==> src/id_serialize_pkg.sv <==
// Shared definitions for the read ID serializer
// Port widths, slot count, per-slot depth and channel field types

`default_nettype none

package id_serialize_pkg;

  // ID widths at the two ports
  localparam int unsigned SlvIdWidth   = 6;
  localparam int unsigned MstIdWidth   = 2;

  // One slot per master ID
  localparam int unsigned NumSlots     = 4;
  localparam int unsigned SlotIdxWidth = 2;

  // Reads one slot may hold in flight
  localparam int unsigned MaxTxnsPerId = 4;

  localparam int unsigned AddrWidth    = 16;
  localparam int unsigned DataWidth    = 32;
  // A burst has len plus one beats
  localparam int unsigned LenWidth     = 4;

  typedef logic [SlvIdWidth-1:0]   slv_id_t;
  typedef logic [MstIdWidth-1:0]   mst_id_t;
  typedef logic [SlotIdxWidth-1:0] slot_idx_t;
  typedef logic [AddrWidth-1:0]    addr_t;
  typedef logic [DataWidth-1:0]    data_t;
  typedef logic [LenWidth-1:0]     len_t;

endpackage

`default_nettype wire

==> src/id_fifo.sv <==
// Small circular-buffer FIFO
// Payload type and depth are parameters, head entry is shown while not empty

`timescale 1ns/100ps
`default_nettype none

module id_fifo #(
  parameter type         payload_t = logic,
  parameter int unsigned Depth     = 4
) (
  input  logic     clk_i,
  input  logic     arst_n_i,
  input  logic     push_i,
  input  payload_t data_i,
  input  logic     pop_i,
  output payload_t data_o,
  output logic     full_o,
  output logic     empty_o
);

  localparam int unsigned PtrWidth = (Depth > 1) ? $clog2(Depth) : 1;
  localparam int unsigned CntWidth = $clog2(Depth + 1);

  payload_t            mem_q [Depth];
  logic [PtrWidth-1:0] wr_ptr_q;
  logic [PtrWidth-1:0] rd_ptr_q;
  logic [CntWidth-1:0] count_q;
  logic                push_ok;
  logic                pop_ok;

  function automatic logic [PtrWidth-1:0] next_ptr(input logic [PtrWidth-1:0] ptr);
    if (ptr == PtrWidth'(Depth - 1)) begin
      return '0;
    end
    return ptr + 1'b1;
  endfunction

  assign full_o  = (count_q == CntWidth'(Depth));
  assign empty_o = (count_q == '0);
  assign push_ok = push_i & ~full_o;
  assign pop_ok  = pop_i & ~empty_o;
  assign data_o  = mem_q[rd_ptr_q];

  always_ff @(posedge clk_i or negedge arst_n_i) begin
    if (!arst_n_i) begin
      wr_ptr_q <= '0;
      rd_ptr_q <= '0;
      count_q  <= '0;
    end else begin
      if (push_ok) begin
        wr_ptr_q <= next_ptr(wr_ptr_q);
      end
      if (pop_ok) begin
        rd_ptr_q <= next_ptr(rd_ptr_q);
      end
      // Simultaneous push and pop leaves the fill level unchanged
      if (push_ok && !pop_ok) begin
        count_q <= count_q + 1'b1;
      end else if (pop_ok && !push_ok) begin
        count_q <= count_q - 1'b1;
      end
    end
  end

  always_ff @(posedge clk_i) begin
    if (push_ok) begin
      mem_q[wr_ptr_q] <= data_i;
    end
  end

endmodule

`default_nettype wire

==> src/id_serializer.sv <==
// Per-slot read serializer
// Drops the ID on AR and keeps it in order, restores it on the R burst

`timescale 1ns/100ps
`default_nettype none

module id_serializer import id_serialize_pkg::*; (
  input  logic    clk_i,
  input  logic    arst_n_i,
  // Slave side, full IDs
  input  logic    in_ar_valid_i,
  output logic    in_ar_ready_o,
  input  slv_id_t in_ar_id_i,
  input  addr_t   in_ar_addr_i,
  input  len_t    in_ar_len_i,
  output logic    in_r_valid_o,
  input  logic    in_r_ready_i,
  output slv_id_t in_r_id_o,
  output data_t   in_r_data_o,
  output logic    in_r_last_o,
  // Master side, all transactions share one ID
  output logic    out_ar_valid_o,
  input  logic    out_ar_ready_i,
  output addr_t   out_ar_addr_o,
  output len_t    out_ar_len_o,
  input  logic    out_r_valid_i,
  output logic    out_r_ready_o,
  input  data_t   out_r_data_i,
  input  logic    out_r_last_i
);

  logic    id_full;
  logic    id_empty;
  logic    id_push;
  logic    id_pop;
  slv_id_t id_head;

  // New reads wait while the slot already holds MaxTxnsPerId bursts
  assign out_ar_valid_o = in_ar_valid_i & ~id_full;
  assign in_ar_ready_o  = out_ar_ready_i & ~id_full;
  assign out_ar_addr_o  = in_ar_addr_i;
  assign out_ar_len_o   = in_ar_len_i;
  assign id_push        = in_ar_valid_i & in_ar_ready_o;

  // Single downstream ID means bursts return in request order,
  // so the FIFO head always belongs to the burst in progress
  assign in_r_valid_o  = out_r_valid_i & ~id_empty;
  assign out_r_ready_o = in_r_ready_i & ~id_empty;
  assign in_r_id_o     = id_head;
  assign in_r_data_o   = out_r_data_i;
  assign in_r_last_o   = out_r_last_i;
  assign id_pop        = in_r_valid_o & in_r_ready_i & out_r_last_i;

  id_fifo #(
    .payload_t ( slv_id_t     ),
    .Depth     ( MaxTxnsPerId )
  ) i_id_fifo (
    .clk_i,
    .arst_n_i,
    .push_i  ( id_push    ),
    .data_i  ( in_ar_id_i ),
    .pop_i   ( id_pop     ),
    .data_o  ( id_head    ),
    .full_o  ( id_full    ),
    .empty_o ( id_empty   )
  );

endmodule

`default_nettype wire

==> src/slot_demux.sv <==
// Slave-port demultiplexer
// Steers AR to a slot by ID modulo slot count and merges the slot
// R bursts back onto the slave port, one whole burst at a time

`timescale 1ns/100ps
`default_nettype none

module slot_demux import id_serialize_pkg::*; (
  input  logic                   clk_i,
  input  logic                   arst_n_i,
  // Slave port
  input  logic                   ar_valid_i,
  output logic                   ar_ready_o,
  input  slv_id_t                ar_id_i,
  input  addr_t                  ar_addr_i,
  input  len_t                   ar_len_i,
  output logic                   r_valid_o,
  input  logic                   r_ready_i,
  output slv_id_t                r_id_o,
  output data_t                  r_data_o,
  output logic                   r_last_o,
  // Slot side
  output logic    [NumSlots-1:0] slot_ar_valid_o,
  input  logic    [NumSlots-1:0] slot_ar_ready_i,
  output slv_id_t [NumSlots-1:0] slot_ar_id_o,
  output addr_t   [NumSlots-1:0] slot_ar_addr_o,
  output len_t    [NumSlots-1:0] slot_ar_len_o,
  input  logic    [NumSlots-1:0] slot_r_valid_i,
  output logic    [NumSlots-1:0] slot_r_ready_o,
  input  slv_id_t [NumSlots-1:0] slot_r_id_i,
  input  data_t   [NumSlots-1:0] slot_r_data_i,
  input  logic    [NumSlots-1:0] slot_r_last_i
);

  slot_idx_t ar_sel;
  slot_idx_t rr_ptr_q;
  logic      locked_q;
  slot_idx_t lock_idx_q;
  slot_idx_t arb_idx;
  logic      arb_found;
  slot_idx_t r_sel;
  logic      r_xfer;

  // Low ID bits pick the slot
  assign ar_sel         = slot_idx_t'(ar_id_i[SlotIdxWidth-1:0]);
  assign ar_ready_o     = slot_ar_ready_i[ar_sel];
  assign slot_ar_id_o   = {NumSlots{ar_id_i}};
  assign slot_ar_addr_o = {NumSlots{ar_addr_i}};
  assign slot_ar_len_o  = {NumSlots{ar_len_i}};

  always_comb begin
    for (int unsigned i = 0; i < NumSlots; i++) begin
      slot_ar_valid_o[i] = ar_valid_i && (ar_sel == slot_idx_t'(i));
    end
  end

  // Round robin starting after the slot that finished the last burst
  always_comb begin
    slot_idx_t cand;
    cand      = rr_ptr_q;
    arb_idx   = rr_ptr_q;
    arb_found = 1'b0;
    for (int unsigned k = 1; k <= NumSlots; k++) begin
      cand = slot_idx_t'(rr_ptr_q + k);
      if (!arb_found && slot_r_valid_i[cand]) begin
        arb_idx   = cand;
        arb_found = 1'b1;
      end
    end
  end

  // Once a slot is shown it keeps the port until its last beat
  assign r_sel     = locked_q ? lock_idx_q : arb_idx;
  assign r_valid_o = locked_q ? slot_r_valid_i[lock_idx_q] : arb_found;
  assign r_id_o    = slot_r_id_i[r_sel];
  assign r_data_o  = slot_r_data_i[r_sel];
  assign r_last_o  = slot_r_last_i[r_sel];
  assign r_xfer    = r_valid_o & r_ready_i;

  always_comb begin
    for (int unsigned i = 0; i < NumSlots; i++) begin
      slot_r_ready_o[i] = r_ready_i && (r_sel == slot_idx_t'(i));
    end
  end

  always_ff @(posedge clk_i or negedge arst_n_i) begin
    if (!arst_n_i) begin
      rr_ptr_q   <= '0;
      locked_q   <= 1'b0;
      lock_idx_q <= '0;
    end else begin
      if (r_xfer && r_last_o) begin
        locked_q <= 1'b0;
        rr_ptr_q <= r_sel;
      end else if (r_valid_o && !locked_q) begin
        locked_q   <= 1'b1;
        lock_idx_q <= r_sel;
      end
    end
  end

endmodule

`default_nettype wire

==> src/slot_mux.sv <==
// Master-port multiplexer
// Round-robin AR arbitration over the slots with the slot index as
// master ID, R beats routed back to the slot named by their ID

`timescale 1ns/100ps
`default_nettype none

module slot_mux import id_serialize_pkg::*; (
  input  logic                  clk_i,
  input  logic                  arst_n_i,
  // Slot side
  input  logic   [NumSlots-1:0] slot_ar_valid_i,
  output logic   [NumSlots-1:0] slot_ar_ready_o,
  input  addr_t  [NumSlots-1:0] slot_ar_addr_i,
  input  len_t   [NumSlots-1:0] slot_ar_len_i,
  output logic   [NumSlots-1:0] slot_r_valid_o,
  input  logic   [NumSlots-1:0] slot_r_ready_i,
  output data_t  [NumSlots-1:0] slot_r_data_o,
  output logic   [NumSlots-1:0] slot_r_last_o,
  // Master port
  output logic                  mst_ar_valid_o,
  input  logic                  mst_ar_ready_i,
  output mst_id_t               mst_ar_id_o,
  output addr_t                 mst_ar_addr_o,
  output len_t                  mst_ar_len_o,
  input  logic                  mst_r_valid_i,
  output logic                  mst_r_ready_o,
  input  mst_id_t               mst_r_id_i,
  input  data_t                 mst_r_data_i,
  input  logic                  mst_r_last_i
);

  slot_idx_t rr_ptr_q;
  slot_idx_t ar_idx;
  logic      ar_found;
  slot_idx_t r_idx;

  // First valid slot after the last winner
  always_comb begin
    slot_idx_t cand;
    cand     = rr_ptr_q;
    ar_idx   = rr_ptr_q;
    ar_found = 1'b0;
    for (int unsigned k = 1; k <= NumSlots; k++) begin
      cand = slot_idx_t'(rr_ptr_q + k);
      if (!ar_found && slot_ar_valid_i[cand]) begin
        ar_idx   = cand;
        ar_found = 1'b1;
      end
    end
  end

  assign mst_ar_valid_o = ar_found;
  assign mst_ar_id_o    = mst_id_t'(ar_idx);
  assign mst_ar_addr_o  = slot_ar_addr_i[ar_idx];
  assign mst_ar_len_o   = slot_ar_len_i[ar_idx];

  always_comb begin
    for (int unsigned i = 0; i < NumSlots; i++) begin
      slot_ar_ready_o[i] = mst_ar_ready_i && (ar_idx == slot_idx_t'(i));
    end
  end

  // Pointer only moves on a transfer
  always_ff @(posedge clk_i or negedge arst_n_i) begin
    if (!arst_n_i) begin
      rr_ptr_q <= '0;
    end else if (mst_ar_valid_o && mst_ar_ready_i) begin
      rr_ptr_q <= ar_idx;
    end
  end

  // Master ID is the slot index
  assign r_idx         = slot_idx_t'(mst_r_id_i);
  assign mst_r_ready_o = slot_r_ready_i[r_idx];
  assign slot_r_data_o = {NumSlots{mst_r_data_i}};
  assign slot_r_last_o = {NumSlots{mst_r_last_i}};

  always_comb begin
    for (int unsigned i = 0; i < NumSlots; i++) begin
      slot_r_valid_o[i] = mst_r_valid_i && (r_idx == slot_idx_t'(i));
    end
  end

endmodule

`default_nettype wire

==> src/id_serialize_top.sv <==
// Read ID serializer top level
// Maps a 6-bit slave-port ID space onto four master IDs through
// the slot demux, one serializer per slot and the slot mux

`timescale 1ns/100ps
`default_nettype none

module id_serialize_top import id_serialize_pkg::*; (
  input  logic    clk_i,
  input  logic    arst_n_i,
  // Slave port
  input  logic    ar_valid_i,
  output logic    ar_ready_o,
  input  slv_id_t ar_id_i,
  input  addr_t   ar_addr_i,
  input  len_t    ar_len_i,
  output logic    r_valid_o,
  input  logic    r_ready_i,
  output slv_id_t r_id_o,
  output data_t   r_data_o,
  output logic    r_last_o,
  // Master port
  output logic    mst_ar_valid_o,
  input  logic    mst_ar_ready_i,
  output mst_id_t mst_ar_id_o,
  output addr_t   mst_ar_addr_o,
  output len_t    mst_ar_len_o,
  input  logic    mst_r_valid_i,
  output logic    mst_r_ready_o,
  input  mst_id_t mst_r_id_i,
  input  data_t   mst_r_data_i,
  input  logic    mst_r_last_i
);

  // Demux to serializers
  logic    [NumSlots-1:0] dmx_ar_valid;
  logic    [NumSlots-1:0] dmx_ar_ready;
  slv_id_t [NumSlots-1:0] dmx_ar_id;
  addr_t   [NumSlots-1:0] dmx_ar_addr;
  len_t    [NumSlots-1:0] dmx_ar_len;
  logic    [NumSlots-1:0] dmx_r_valid;
  logic    [NumSlots-1:0] dmx_r_ready;
  slv_id_t [NumSlots-1:0] dmx_r_id;
  data_t   [NumSlots-1:0] dmx_r_data;
  logic    [NumSlots-1:0] dmx_r_last;

  // Serializers to mux
  logic    [NumSlots-1:0] ser_ar_valid;
  logic    [NumSlots-1:0] ser_ar_ready;
  addr_t   [NumSlots-1:0] ser_ar_addr;
  len_t    [NumSlots-1:0] ser_ar_len;
  logic    [NumSlots-1:0] ser_r_valid;
  logic    [NumSlots-1:0] ser_r_ready;
  data_t   [NumSlots-1:0] ser_r_data;
  logic    [NumSlots-1:0] ser_r_last;

  slot_demux i_slot_demux (
    .clk_i,
    .arst_n_i,
    .ar_valid_i,
    .ar_ready_o,
    .ar_id_i,
    .ar_addr_i,
    .ar_len_i,
    .r_valid_o,
    .r_ready_i,
    .r_id_o,
    .r_data_o,
    .r_last_o,
    .slot_ar_valid_o ( dmx_ar_valid ),
    .slot_ar_ready_i ( dmx_ar_ready ),
    .slot_ar_id_o    ( dmx_ar_id    ),
    .slot_ar_addr_o  ( dmx_ar_addr  ),
    .slot_ar_len_o   ( dmx_ar_len   ),
    .slot_r_valid_i  ( dmx_r_valid  ),
    .slot_r_ready_o  ( dmx_r_ready  ),
    .slot_r_id_i     ( dmx_r_id     ),
    .slot_r_data_i   ( dmx_r_data   ),
    .slot_r_last_i   ( dmx_r_last   )
  );

  for (genvar i = 0; i < NumSlots; i++) begin : gen_serializers
    id_serializer i_id_serializer (
      .clk_i,
      .arst_n_i,
      .in_ar_valid_i  ( dmx_ar_valid[i] ),
      .in_ar_ready_o  ( dmx_ar_ready[i] ),
      .in_ar_id_i     ( dmx_ar_id[i]    ),
      .in_ar_addr_i   ( dmx_ar_addr[i]  ),
      .in_ar_len_i    ( dmx_ar_len[i]   ),
      .in_r_valid_o   ( dmx_r_valid[i]  ),
      .in_r_ready_i   ( dmx_r_ready[i]  ),
      .in_r_id_o      ( dmx_r_id[i]     ),
      .in_r_data_o    ( dmx_r_data[i]   ),
      .in_r_last_o    ( dmx_r_last[i]   ),
      .out_ar_valid_o ( ser_ar_valid[i] ),
      .out_ar_ready_i ( ser_ar_ready[i] ),
      .out_ar_addr_o  ( ser_ar_addr[i]  ),
      .out_ar_len_o   ( ser_ar_len[i]   ),
      .out_r_valid_i  ( ser_r_valid[i]  ),
      .out_r_ready_o  ( ser_r_ready[i]  ),
      .out_r_data_i   ( ser_r_data[i]   ),
      .out_r_last_i   ( ser_r_last[i]   )
    );
  end

  slot_mux i_slot_mux (
    .clk_i,
    .arst_n_i,
    .slot_ar_valid_i ( ser_ar_valid ),
    .slot_ar_ready_o ( ser_ar_ready ),
    .slot_ar_addr_i  ( ser_ar_addr  ),
    .slot_ar_len_i   ( ser_ar_len   ),
    .slot_r_valid_o  ( ser_r_valid  ),
    .slot_r_ready_i  ( ser_r_ready  ),
    .slot_r_data_o   ( ser_r_data   ),
    .slot_r_last_o   ( ser_r_last   ),
    .mst_ar_valid_o,
    .mst_ar_ready_i,
    .mst_ar_id_o,
    .mst_ar_addr_o,
    .mst_ar_len_o,
    .mst_r_valid_i,
    .mst_r_ready_o,
    .mst_r_id_i,
    .mst_r_data_i,
    .mst_r_last_i
  );

endmodule

`default_nettype wire

==> config.mk <==
export PLATFORM = sky130hd
export DESIGN_NAME = id_serialize_top
export DESIGN_NICKNAME = d
export VERILOG_FILES = /design/src/id_serialize_pkg.sv /design/src/id_fifo.sv /design/src/id_serializer.sv /design/src/slot_demux.sv /design/src/slot_mux.sv /design/src/id_serialize_top.sv
export SDC_FILE = /design/constraint.sdc
export NUM_CORES = 1
export LEC_CHECK = 0
export BUFFER_PORTS_ARGS = -buffer_cell sky130_fd_sc_hd__clkbuf_2
export CAP_MARGIN = 20
export CORE_ASPECT_RATIO = 0.7
export CORE_MARGIN = 3
export CORE_UTILIZATION = 53
export CTS_CLUSTER_SIZE = 40
export DETAILED_ROUTE_END_ITERATION = 6
export PLACE_DENSITY = 0.73
export SYNTH_ARGS = -nofsm -noshare
export SYNTH_HDL_FRONTEND = slang
export SYNTH_HIERARCHICAL = 1
export SYNTH_SLANG_ARGS = --single-unit
==> constraint.sdc <==
create_clock -name clk_i -period 9.7 [get_ports clk_i]
set_input_delay 1.455 -clock clk_i [delete_from_list [all_inputs] [get_ports clk_i]]
set_output_delay 1.455 -clock clk_i [all_outputs]
set_load 0.03 [all_outputs]
==> reports/qor.csv <==
metric,value,unit
status,completed,
Reg power frac,24.4,%
Routability Congestion,0.850,
switching power,0.00143,W
GRT overflow,0,
"Gates resized, CTS repair",0,
# DRC,0,
Num CTS Buffers,17,
fillers,1934,
largest net degree at the start of global routing,78,
Cell Rows,44,
slowest cell on the critical path,buf_4,
GRT Total Usage,14.5,%
Initial Utilization,55.1,%
Reg area,3760,µm²
max-slew violations,0,
maximum buffer depth of the clock tree,2,
cts hold-fix bufs,0,
YS warnings,6,
via count of the first global-routing pass,5237,
Worst Clk Skew,10.4,ps
Synth Area per Inst,10.2,µm²
Pint,0.00175,W
r2r setup slk,5810,ps
Final nets,904,
Post-CTS Setup Inserts,0,
Worst setup EP type,output pin,
Post-synth EDFFs,96,
Final Hold Viols,0,
DR iter-0 viols,359,
area grow syn2layout,-17.0,%
multi-input logic area,4230,µm²
WL final,17.4,mm
hold slack final,498,ps
period utilisation layout,61.6,%
setup ws final,3720,ps
DIE WIDTH,183,µm
die footprint,23900,µm²
Die H,130,µm
vias per cell,5.19,
final setup violation count,0,
CTS clock-pin slew for the worst setup and hold paths,50,ps
CTS H-Tree Depth,4,
Mapped Nets,1241,
max incr delay on CP,780,ps
Mapped Area,11700,µm²
CP Buf/Inv Count,3,
peak supply drop,196,µV
Antenna Violating Nets Remaining,0,
Leak,4.03,nW
# port buffers,131,
Tmin final,5980,ps
HPWL Detailed,12.7,mm
WP data required,8250,ps
Cell variety after synth,58,
Root Driver,clkbuf_16,
Hold WC Path Type,reg -> reg,
"Clk Latency, worst-skew pair",420,ps
Core ar.,21200,µm²
Cells after Synth,1146,
Sw Share,45.0,%
Pwr Total,0.00318,W
ANT cells,0,
"Arr. time, crit path",4520,ps
register bit total from synthesis,131,
CTS tree,yes,
fmax,167,MHz
first-pass GRT wire length,27.2,mm
dpl ws,3680,ps
via count,5696,
fin cells,1097,
initial antenna violation count,0,
PwrDens,328,nW/µm²
critical path's top delay family,buffers and inverters,
dpl cells,1066,
num ports,132,
Async SR Flop Fraction,26.7,%
Sink Count,131,
slew margin rel.,37.7,%
Setup CP Type,in -> out,
cells along the critical path,clkbuf_2 -> nand2_1 -> nor2_1 -> and2b_2 -> nor2b_1 -> or4_1 -> o211ai_4 -> buf_4 -> mux2_2 -> nor2_1 -> a21oi_1 -> clkbuf_2,
crit path max fanout,66,
setup tns final,0,ps
Critical Path Source Type,primary input,
Clock power frac,20.4,%
combinational power share,55.2,%
RSZ-0062 raised after global routing,no,
mean routed wirelength per cell,15.8,µm
MaxCap Viol Count,0,
layout cells sized above 1,35.7,%
"Top FF cell, synth",edfxtp_1,
DR pass1 iterations,4,
sequential share of the synthesized area,32.2,%
worst-margin pin slew,934,ps
## logic make-up after synthesis
group | share of synthesized area (%)
multiplexers | 15.2
AO/OA/AOI/OAI | 6.81
adder cells (fa/ha/maj) | 3.26
flip-flops | 32.2
buffers and inverters | 31.8
XOR/XNOR | 0.900
AND/OR/NAND/NOR | 9.87
## worst reg2reg max path, cell delays in order (launching register included)
cell and delay, ps:
dfrtp_1 460, nor3b_4 270, nor2b_1 120, nor2_1 160, a22oi_1 100, and2_1 170
buf_4 210, inv_2 400, nand2_1 150, nor2_1 130, and3b_1 180, nor2b_2 340
ha_1 260, inv_1 70, fa_1 380, xor2_1 150, nor2_1 120, xor2_1 160
## power by group through the flow
stage / combinational, W / clock [W] / sequential [W]
global route: 0.00192 / 0.000681 / 0.000794
CTS: 0.00178 / 0.000657 / 0.000778
detailed placement: 0.00178 / 0 / 0.000788
global placement: 0.00175 / 0 / 0.000782
floorplan: 0.00159 / 0 / 0.000736
finish: 0.00176 / 0.000648 / 0.000777
## metrics by stage
stage | util (%) | area [µm²]
after floorplan | - | 11700
after global placement | 42.9 | 9100
after detailed placement | 42.9 | 9100
after CTS | 45.7 | 9700
after global routing | 45.7 | 9700
final | 45.7 | 9700
## path summary, 6_finish.rpt
check,start,end,cells after the start
hold reg to reg,register,register,1
setup / recovery,mst_r_id_i[0],r_id_o[4],12
min in group asynchronous,arst_n_i,async pin,1
hold / removal,register,register,1
setup reg to reg,register,register,17
max in group asynchronous,arst_n_i,async pin,1
## placed cells by master (no fill, tap or decap), types with 17 or more instances in the layout
cell type    n
ha_1        24
dfrtp_1     35
a21oi_1     74
nand2_1     56
mux4_2      28
mux2i_1     41
nor2_1      63
a22oi_1     21
clkbuf_2   131
inv_1       20
edfxtp_1    96
mux2_2      44
clkbuf_16   17
## registers in the layout (all words and copies together), names as in the netlist
| signal | cells |
|---|---|
| gen_serializers.i_id_serializer/i_id_fifo/mem_q | 96 |
| gen_serializers.i_id_serializer/i_id_fifo/count_q | 12 |
| gen_serializers.i_id_serializer/i_id_fifo/rd_ptr_q | 8 |
| gen_serializers.i_id_serializer/i_id_fifo/wr_ptr_q | 8 |
| i_slot_demux/lock_idx_q | 2 |
| i_slot_demux/rr_ptr_q | 2 |
| i_slot_mux/rr_ptr_q | 2 |
| i_slot_demux/locked_q | 1 |
## routing by layer
layer	part of all wire (%)	wire, µm	track usage (%)	up-vias
met3	6.4	1120	3.43	19
met1	48	8270	20.4	2704
met2	44	7720	22.3	176
met4	1.4	247	4.66	0
li1	-	-	-	2797
met5	0	0	0	-
## synthesized netlist by cell type (all sizes together), types with 10 or more instances
master | number | share of area [%]
a21oi | 82 | 3.8
a22oi | 21 | 1.3
and2 | 20 | 1.2
buf | 481 | 31
clkbuf | 10 | 0.32
dfrtp | 35 | 7.5
edfxtp | 96 | 25
ha | 24 | 2.6
inv | 22 | 0.71
mux2 | 62 | 6.3
mux2i | 41 | 3.5
mux4 | 28 | 5.4
nand2 | 56 | 1.8
nor2 | 63 | 2.0
nor2b | 16 | 1.0
## layout make-up
type / count / share of cell area, %
clock buffer: 19 / 4.47
multi-input combinational: 502 / 43.6
sequential: 131 / 38.8
clock inverter: 12 / 1.69
timing repair buffer: 135 / 7.07
inverter: 22 / 0.852
tap: 276 / 3.56
Note: power is estimated with default switching activity, not from simulation.
